===== src/source/front_params.svh =====
`ifndef FRONT_PARAMS_SVH
`define FRONT_PARAMS_SVH

// first fetch address after reset is the MIPS boot ROM entry point
`define FRONT_RESET_VEC 32'hbfc0_0000

// instruction word size and the PC step it implies
`define FRONT_INSTR_W 32
`define FRONT_INSTR_BYTES (`FRONT_INSTR_W / 8)

// major opcode field in bits 31..26
`define FRONT_OP_W 6

// opcodes resolved without register values
`define FRONT_OP_J   6'd2
`define FRONT_OP_JAL 6'd3
`define FRONT_OP_BEQ 6'd4

`endif


===== src/source/frontPkg.sv =====
`default_nettype none

package frontPkg;

	typedef logic [31:0] addrT; // byte address
	typedef logic [31:0] instrT; // raw instruction word
	typedef logic [4:0] regIdxT; // GPR index

	// one fetched word as it enters the IF/ID register
	typedef struct packed {
		addrT pc; // address the word was fetched from
		instrT instr; // word returned by the instruction memory
		logic adEL; // fetch address was not word aligned
	} fetchEntryT;

	// decode stage result handed to the rest of the pipeline
	typedef struct packed {
		logic valid; // entry holds a real instruction
		addrT pc; // PC of this instruction
		instrT instr; // zero when adEL is set
		regIdxT rs; // bits 25..21
		regIdxT rt; // bits 20..16
		regIdxT rd; // bits 15..11
		logic [31:0] imm32; // sign extended bits 15..0
		logic isJump; // J, JAL or beq $zero,$zero taken here
		logic isLink; // JAL writes PC plus 8 to $ra further down
		logic isBD; // sits in the delay slot of the previous jump
		logic adEL; // address error on fetch
	} decodedT;

	// the decoder takes its register fields from these slices of a MIPS word
	function automatic regIdxT rsOf(instrT word);
		return word[25:21];
	endfunction

	function automatic regIdxT rtOf(instrT word);
		return word[20:16];
	endfunction

	function automatic regIdxT rdOf(instrT word);
		return word[15:11];
	endfunction

endpackage

`default_nettype wire


===== src/source/branchDecoder.sv =====
`timescale 1ns/100ps
`default_nettype none

`include "front_params.svh"

module branchDecoder (
	input wire logic clk,
	input wire logic rst,
	input wire logic stall,
	input wire logic flush,
	input wire frontPkg::fetchEntryT idEntry,
	input wire logic idValid,
	output logic redirect,
	output frontPkg::addrT redirectTarget,
	output frontPkg::decodedT decoded
);
	import frontPkg::*;

	instrT ir; // instruction in ID
	logic [`FRONT_OP_W-1:0] opcode;
	regIdxT rs;
	regIdxT rt;
	regIdxT rd;
	logic [31:0] imm32;
	addrT seqPc; // PC of the delay slot
	addrT jumpTarget; // J and JAL region target
	addrT branchTarget; // PC relative target of beq
	logic isJ;
	logic isJal;
	logic isB;
	logic takeJump; // this entry changes control flow
	logic inDelaySlot; // last accepted instruction was a jump
	decodedT decNext;

	assign ir = idEntry.instr;
	assign opcode = ir[31:32-`FRONT_OP_W];
	assign rs = rsOf(ir);
	assign rt = rtOf(ir);
	assign rd = rdOf(ir);
	assign imm32 = {{16{ir[15]}}, ir[15:0]};

	assign seqPc = idEntry.pc + addrT'(`FRONT_INSTR_BYTES);
	assign jumpTarget = {seqPc[31:28], ir[25:0], 2'b00}; // stays in the 256 MB region
	assign branchTarget = seqPc + {imm32[29:0], 2'b00};

	assign isJ = opcode == `FRONT_OP_J;
	assign isJal = opcode == `FRONT_OP_JAL;
	// beq $zero,$zero is the assembler's unconditional b
	assign isB = (opcode == `FRONT_OP_BEQ) && (rs == '0) && (rt == '0);

	// a faulting fetch never steers the PC
	assign takeJump = idValid && !idEntry.adEL && (isJ || isJal || isB);

	assign redirect = takeJump;
	assign redirectTarget = isB ? branchTarget : jumpTarget;

	// The instruction after a jump is already being fetched when the jump is
	// resolved, so it is the delay slot. Only accepted entries move the flag
	always_ff @(posedge clk) begin
		if (!rst || flush) begin
			inDelaySlot <= 1'b0;
		end else if (!stall && idValid) begin
			inDelaySlot <= takeJump;
		end
	end

	always_comb begin
		decNext = '0;
		if (idValid) begin
			decNext.valid = 1'b1;
			decNext.pc = idEntry.pc;
			decNext.instr = ir;
			decNext.rs = rs;
			decNext.rt = rt;
			decNext.rd = rd;
			decNext.imm32 = imm32;
			decNext.isJump = takeJump;
			decNext.isLink = takeJump && isJal;
			decNext.isBD = inDelaySlot;
			decNext.adEL = idEntry.adEL;
		end
	end

	// ID/EX style register that clears on flush and holds on stall
	always_ff @(posedge clk) begin
		if (!rst || flush) begin
			decoded <= '0;
		end else if (!stall) begin
			decoded <= decNext;
		end
	end

endmodule

`default_nettype wire


===== src/source/fetchFrontEnd.sv =====
`timescale 1ns/100ps
`default_nettype none

module fetchFrontEnd (
	input wire logic clk,
	input wire logic rst,
	input wire logic stall, // freezes all three stages
	input wire logic flush, // one cycle pulse, wins over stall
	input wire frontPkg::addrT flushTarget,
	input wire frontPkg::instrT instr, // combinational reply to instrAddr
	output frontPkg::addrT instrAddr,
	output frontPkg::decodedT decoded
);
	import frontPkg::*;

	addrT pc; // current fetch address
	logic adEL; // current fetch address is misaligned
	fetchEntryT fetchEntry; // IF stage result
	fetchEntryT idEntry; // word held in ID
	logic idValid;
	logic redirect; // jump resolved in ID
	addrT redirectTarget;

	pcUnit pcUnit_i (
		.clk (clk),
		.rst (rst),
		.stall (stall),
		.flush (flush),
		.flushTarget (flushTarget),
		.redirect (redirect),
		.redirectTarget (redirectTarget),
		.pc (pc),
		.adEL (adEL)
	);

	assign instrAddr = pc;

	// memory answers in the same cycle, so the word pairs with the current PC
	assign fetchEntry = '{pc: pc, instr: instr, adEL: adEL};

	ifIdReg ifIdReg_i (
		.clk (clk),
		.rst (rst),
		.stall (stall),
		.flush (flush),
		.fetchEntry (fetchEntry),
		.idEntry (idEntry),
		.idValid (idValid)
	);

	branchDecoder branchDecoder_i (
		.clk (clk),
		.rst (rst),
		.stall (stall),
		.flush (flush),
		.idEntry (idEntry),
		.idValid (idValid),
		.redirect (redirect),
		.redirectTarget (redirectTarget),
		.decoded (decoded)
	);

endmodule

`default_nettype wire


===== src/source/ifIdReg.sv =====
`timescale 1ns/100ps
`default_nettype none

module ifIdReg (
	input wire logic clk,
	input wire logic rst,
	input wire logic stall,
	input wire logic flush,
	input wire frontPkg::fetchEntryT fetchEntry,
	output frontPkg::fetchEntryT idEntry,
	output logic idValid
);
	import frontPkg::*;

	fetchEntryT loadEntry; // entry as it will be stored

	// a fetch from a misaligned PC keeps its address and flag but not its word,
	// so nothing downstream can decode a jump out of it
	always_comb begin
		loadEntry = fetchEntry;
		if (fetchEntry.adEL) begin
			loadEntry.instr = '0;
		end
	end

	always_ff @(posedge clk) begin
		if (!rst || flush) begin
			idEntry <= '0;
		end else if (!stall) begin
			idEntry <= loadEntry;
		end
	end

	// every word fetched while the pipe moves is a real instruction
	always_ff @(posedge clk) begin
		if (!rst || flush) begin
			idValid <= 1'b0;
		end else if (!stall) begin
			idValid <= 1'b1;
		end
	end

endmodule

`default_nettype wire


===== src/source/pcUnit.sv =====
`timescale 1ns/100ps
`default_nettype none

`include "front_params.svh"

module pcUnit (
	input wire logic clk,
	input wire logic rst,
	input wire logic stall,
	input wire logic flush,
	input wire frontPkg::addrT flushTarget,
	input wire logic redirect,
	input wire frontPkg::addrT redirectTarget,
	output frontPkg::addrT pc,
	output logic adEL
);
	import frontPkg::*;

	addrT seqPc; // fall-through address
	addrT nextPc; // address loaded on the next edge
	logic nextAdEL; // misalignment of nextPc
	logic pcWr; // PC register write enable

	assign seqPc = pc + addrT'(`FRONT_INSTR_BYTES);

	// flush comes from exception entry and beats a jump in ID
	always_comb begin
		if (flush) begin
			nextPc = flushTarget;
		end else if (redirect) begin
			nextPc = redirectTarget; // jump resolved in ID this cycle
		end else begin
			nextPc = seqPc;
		end
	end

	assign nextAdEL = |nextPc[1:0]; // words must sit on a 4 byte boundary

	// a stall freezes fetch, but a flush still has to land
	assign pcWr = flush || !stall;

	always_ff @(posedge clk) begin
		if (!rst) begin
			pc <= `FRONT_RESET_VEC;
		end else if (pcWr) begin
			pc <= nextPc;
		end
	end

	// the flag is registered with the PC so both describe the same fetch
	always_ff @(posedge clk) begin
		if (!rst) begin
			adEL <= 1'b0; // reset vector is aligned
		end else if (pcWr) begin
			adEL <= nextAdEL;
		end
	end

endmodule

`default_nettype wire


===== config.mk =====
export PLATFORM = sky130hd
export DESIGN_NAME = fetchFrontEnd
export DESIGN_NICKNAME = d
export VERILOG_FILES = /design/src/source/frontPkg.sv /design/src/source/branchDecoder.sv /design/src/source/fetchFrontEnd.sv /design/src/source/ifIdReg.sv /design/src/source/pcUnit.sv
export VERILOG_INCLUDE_DIRS = /design/src /design/src/source
export SDC_FILE = /design/constraint.sdc
export NUM_CORES = 1
export LEC_CHECK = 0
export BUFFER_PORTS_ARGS = -buffer_cell sky130_fd_sc_hd__buf_2
export CORE_ASPECT_RATIO = 0.6
export CORE_MARGIN = 8
export CORE_UTILIZATION = 51
export CTS_BUF_LIST = sky130_fd_sc_hd__clkbuf_8
export DETAILED_ROUTE_END_ITERATION = 16
export PLACE_DENSITY_LB_ADDON = 0.1
export REMOVE_ABC_BUFFERS = 1
export SYNTH_ARGS = -nofsm -noshare
export SYNTH_HDL_FRONTEND = slang
export SYNTH_SLANG_ARGS = --single-unit
export TNS_END_PERCENT = 5

===== constraint.sdc =====
create_clock -name clk -period 3.3 [get_ports clk]
set_input_delay 0.33 -clock clk [delete_from_list [all_inputs] [get_ports clk]]
set_output_delay 0.33 -clock clk [all_outputs]
set_load 0.02 [all_outputs]

Word level (Yosys, flattened, before mapping)

Cells that the tools add are included.

RAM bits: 0
Memories: 0
Bits in latches: 0
Output and inout bits: 148
Memory bits (read-only): 0
Input port bits: 68
Flip-flop bits (word level): 216

Shift operators: 0
Add/sub/neg operators: 3
Equal/unequal tests: 3
Multipliers: 0
Bitwise gates (word level): 0
Muxes and demuxes: 5
Reduce and logical (&&, ||, !) cells: 16
Divide/modulo/power cells: 0
Order comparisons: 0

Operator list:

| cell                                                            | count |
|---|---|
| 32-bit two-way mux                                              | 4 |
| 116-bit two-way mux                                             | 1 |
| 32-bit by 3-bit adder with 32-bit output, second input constant | 2 |
| 32-bit adder                                                    | 1 |
| 6-bit by 2-bit == test with 1-bit output, second input constant | 2 |
| 5-bit zero test                                                 | 2 |
| 6-bit by 3-bit == test with 1-bit output, second input constant | 1 |
| 1-bit logical AND                                               | 6 |
| 1-bit logical OR                                                | 4 |
| 1-bit zero test                                                 | 3 |
| 2-bit OR reduction                                              | 1 |

Longest topological paths before layout

Word-level depth: 8
Depth in mapped cells: 16
Gate-level depth less buffers: 14

Modules after synthesis

A second synthesis with hierarchy kept.

Cells, all modules: 1248
Area total of the unflattened synthesis: 10025.9 sq um

By module, submodules not included:

| module        | cells an instance | area an instance (sq um) | times used |
|---|---|---|---|
| branchDecoder | 672               | 5255.0                   | 1 |
| ifIdReg       | 252               | 2484.9                   | 1 |
| pcUnit        | 324               | 2285.9                   | 1 |

Worst setup path after synthesis

No wires, ideal clock.

Path kind: flip-flop to flip-flop
Start: reg ifIdReg_i.idEntry[37] (netlist name)
End: reg pcUnit_i.pc[28]
Slack: 0.165 ns
Buffers on the path: 1
Data arrival time: 3.013 ns
Library setup time: 0.122 ns
Stages on the path, launching flop included: 15
Period minus slack after synthesis: 3.135 ns
Data required time: 3.178 ns
Cells stage by stage: dfxtp_1 > and4_1 > clkbuf_1 > and3_1 > nand4_1 > xnor2_1 > ha_1 > nand2_1 > o21ai_0 > nor2_1 > a211oi_1 > o22ai_1 > o21ai_0 > a21oi_1 > a311o_1

Word-level cells in the longest chain between the ends: 5

Ends and longest elaborated chain:

| what                                       | RTL line            | text |
|---|---|---|
| 32-bit by 3-bit adder with 32-bit output * | branchDecoder.sv:42 | `` assign seqPc = idEntry.pc + addrT'(`FRONT_INSTR_BYTES); `` |
| 32-bit adder                               | branchDecoder.sv:44 | `assign branchTarget = seqPc + {imm32[29:0], 2'b00};` |
| 32-bit two-way mux *                       | branchDecoder.sv:55 | `assign redirectTarget = isB ? branchTarget : jumpTarget;` |
| 32-bit two-way mux *                       | pcUnit.sv:30        | `end else if (redirect) begin` |
| 32-bit two-way mux *                       | pcUnit.sv:28        | `if (flush) begin` |
| to (signal assigned)                       | pcUnit.sv:44        | `` pc <= `FRONT_RESET_VEC; `` |
| to (signal assigned)                       | pcUnit.sv:46        | `pc <= nextPc;` |
| to (decl)                                  | pcUnit.sv:14        | `output frontPkg::addrT pc,` |

Every way passes the cells marked *; elsewhere a longest branch is shown, timed or not.
A chain may end at the register's enable or synchronous reset.

Final worst setup path

Start: reg ifIdReg_i.idEntry[36] (netlist name)
End: reg pcUnit_i.pc[23]

Word-level cells in the longest chain between the ends: 5

Ends and longest elaborated chain:

| what                                     | RTL line |
|---|---|
| 32-bit by 3-bit adder with 32-bit output | branchDecoder.sv:42 |
| 32-bit adder                             | branchDecoder.sv:44 |
| 32-bit two-way mux                       | branchDecoder.sv:55 |
| 32-bit two-way mux                       | pcUnit.sv:30 |
| 32-bit two-way mux                       | pcUnit.sv:28 |

No other way between the ends.

==> results by group <==
Timing
  – Tmin final: 3180 ps
  – Setup violators final: 0
  – Worst clock skew: 14.5 ps
  – Least-Margin Pin Slew: 1050 ps
  – RSZ-0062 raised after global routing: true
  – Slew Limit Fails: 0
  – Final hold viol count: 0
  – Hold slack: 64.6 ps
  – Fin worst setup slack: 120 ps
  – Rel. slew slack: 30.0%
  – Fmax: 314 MHz
  – Fin crit share: 96.4%
  – Setup TNS: 0 ps

Clocking
  – TritonCTS Buffers: 17
  – Root Buffer: clkbuf_8
  – Worst-Skew Late Latency: 500 ps
  – CTS tree: built
  – Clock slew at reported path FFs: 100 ps
  – Depth of the CTS H-tree: 4
  – Post-cts hold buffer count: 0
  – Bufs on Longest Clock Path: 2
  – Sink Count: 169

Run status
  – Outcome: completed

Setup path
  – Critical Path RT: 3690 ps
  – Slowest CP cell: dfxtp_1
  – CP top delay family: compound AO/OA/AOI/OAI gates
  – Crit-path max FO: 4
  – Critical path's largest stage delay: 390 ps
  – Worst Path Buf+Inv: 3
  – Critical path arrival: 3570 ps
  – CP Class: reg -> reg
  – Worst-path cell chain: buf_4, ha_1, nand2_1, xnor2_1, ha_1, a211o_1, a21oi_1, a21o_1, a211oi_2, o21ai_0, buf_4, nand3_1, nor3b_2, buf_4, a2bb2oi_1
  – Worst setup SP type: flop
  – Worst setup EP type: flop
  – Cell mode on critical path: buf_4

Yosys
  – Register area share after synthesis: 34.2%
  – Synth warn: 0
  – Post-synth ARST share: 0%
  – Top post-synthesis cells by area: dfxtp_1 34%, nor2_1 7.2%, buf_4 6.1%
  – Post-Synthesis Cells: 1244
  – Syn Area/Cell: 7.96 sq um
  – Synth Cell Area: 0.00991 sq mm
  – Leading area contributor after synthesis: dfxtp_1
  – Commonest cells in the netlist: 191 x nor2_1, 169 x dfxtp_1, 100 x a21oi_1
  – Netlist cell types: 61
  – Ys flop type: dfxtp_1
  – Number of synthesized flops with an enable pin: 0
  – Synth Register Bits: 169
  – Synth top area share: 34.2%
  – Most frequent cell after synthesis: nor2_1

Routing
  – Post-Route WL: 33300 microns
  – DRC viols: 0
  – ANT nets after route: 0
  – Via/cell ratio: 5.81
  – WL/cell: 19.9 microns
  – 1st-pass router iterations: 6
  – 1st-iter DRT viols: 1025
  – Vias: 9714

Pwr
  – Lkg Pwr: 0.00536 uW
  – Reg power frac: 48.3%
  – Net switching power: 1240 uW
  – Peak supply drop: 0.262 mV
  – Internal: 3270 uW
  – Clock Power Share: 39.1%
  – Combinational power share: 12.6%
  – Sw Ratio: 27.5%
  – Power density over the cells: 384 mW/mm^2
  – Design Power: 4510 uW

Floorplan
  – Initial Util: 52.1%
  – Die area: 0.0243 sq mm
  – Die Span Y: 124 microns
  – Die Wd: 196 microns
  – Core box area: 0.0190 sq mm
  – Number of cell rows: 39
  – Boundary pin count: 216

Global routing
  – Vias in the first global route: 9050
  – Initial antenna violation count: 0
  – Global-route wire length before repair: 51000 microns
  – Gr usage total: 26.7%
  – Largest net degree at the start of global routing: 62
  – Global route overflow: 0

Layout
  – Final #Nets: 1518
  – Share of cells above drive strength 1: 26.2%
  – ANT cells: 0
  – Area growth syn-to-layout: 18.5%

Placement
  – Hpwl dp: 24900 microns
  – Port Buffers: 215
  – GP Congestion: 0.937
  – Place WS: -87.9 ps

Job
  – Max-cap violations: 0

Min path
  – Hold Crit Class: in -> reg
-- power groups by stage --
stage	clock (uW)	combinational [uW]	sequential (uW)
6_report	1760	567	2180
3_5_place_dp	0	552	2220
2_1_floorplan	0	250	2230
5_1_grt	1840	618	2180
4_1_cts	1780	556	2170
3_3_place_gp	0	550	2220
-- state kept, by name, indices dropped and copies added, names as in the netlist --
signal	count
ifIdReg_i.idValid	1
ifIdReg_i.idEntry	65
branchDecoder_i.inDelaySlot	1
pcUnit_i.adEL	1
pcUnit_i.pc	32
branchDecoder_i.decoded	69
-- stage by stage --
stage          cells  util [%]  instance area [sq um]
2_1_floorplan   1085         -                   9000
3_3_place_gp    1639      58.5                  11100
3_5_place_dp    1639      58.5                  11100
4_1_cts         1671      61.0                  11600
5_1_grt         1672      61.7                  11700
6_report        1672      61.7                  11700
-- final timing paths --
path / startpoint / endpoint / slack, ps / cells after the start
max: ifIdReg_i.idEntry[36] / pcUnit_i.pc[23] / 120 / 15
min: flushTarget[8] / pcUnit_i.pc[8] / 60 / 3
max reg2reg: ifIdReg_i.idEntry[36] / pcUnit_i.pc[23] / 120 / 15
min reg2reg: branchDecoder_i.decoded[102] / branchDecoder_i.decoded[102] / 490 / 2
-- logic make-up after synthesis --
kind of cell    count (synthesis)  synth area share, %
simple gates                  436                 20.6
compound gates                329                 21.6
buf+inv                       173                 9.65
flops                         169                 34.1
xor+xnor                       66                 5.83
fa+ha+maj                      37                 4.75
mux                            34                 3.44
-- what timing repair did --
item                                    CTS  global route
setup buffers                             0             1
hold endpoints to repair                  0             0
resized for setup                         3            33
gates cloned                              0             0
pin swaps                                 0             9
endpoints found under the setup margin    4            17
-- worst min-delay path: stages --
cell     delay [ps]
buf_2            80
nand3_1          60
o31ai_1          60
-- layout make-up --
class | instances | area (sq um)
Multi-Input combinational cell | 902 | 5720
Clock buffer | 20 | 275
Timing Repair Buffer | 309 | 1800
Tap cell | 246 | 308
Inverter | 14 | 52.6
Clock inverter | 12 | 196
Fill cell | 1763 | 7290
Sequential cell | 169 | 3380
-- routing by layer --
layer / wire (microns) / vias to the layer above / GRT usage (%)
met3: 3600 / 36 / 8.50
met2: 12500 / 456 / 35.6
met1: 16700 / 4502 / 39.7
li1: - / 4720 / -
met4: 484 / 0 / 7.78
met5: 0 / - / 0
-- cells in the final DEF (no fill, tap or decap), types with 13 or more instances in the layout --
cell      Yosys  layout
a21o_1       17      17
a21oi_1     100      94
a22oi_1      73      73
a31oi_1      13      13
and3_1       37      37
buf_2         2     214
buf_4        81      93
clkbuf_8      0      20
dfxtp_1     169     169
ha_1         36      33
inv_1        12      14
mux2i_1      34      34
nand2_1      80      78
nand3_1      42      42
nand4_1      21      21
nor2_1      191     189
nor3_1       21      20
o211ai_1     16      16
o21ai_0      45      38
xnor2_1      48      45
xor2_1       18      17
Power figures use the tool's default switching activity.
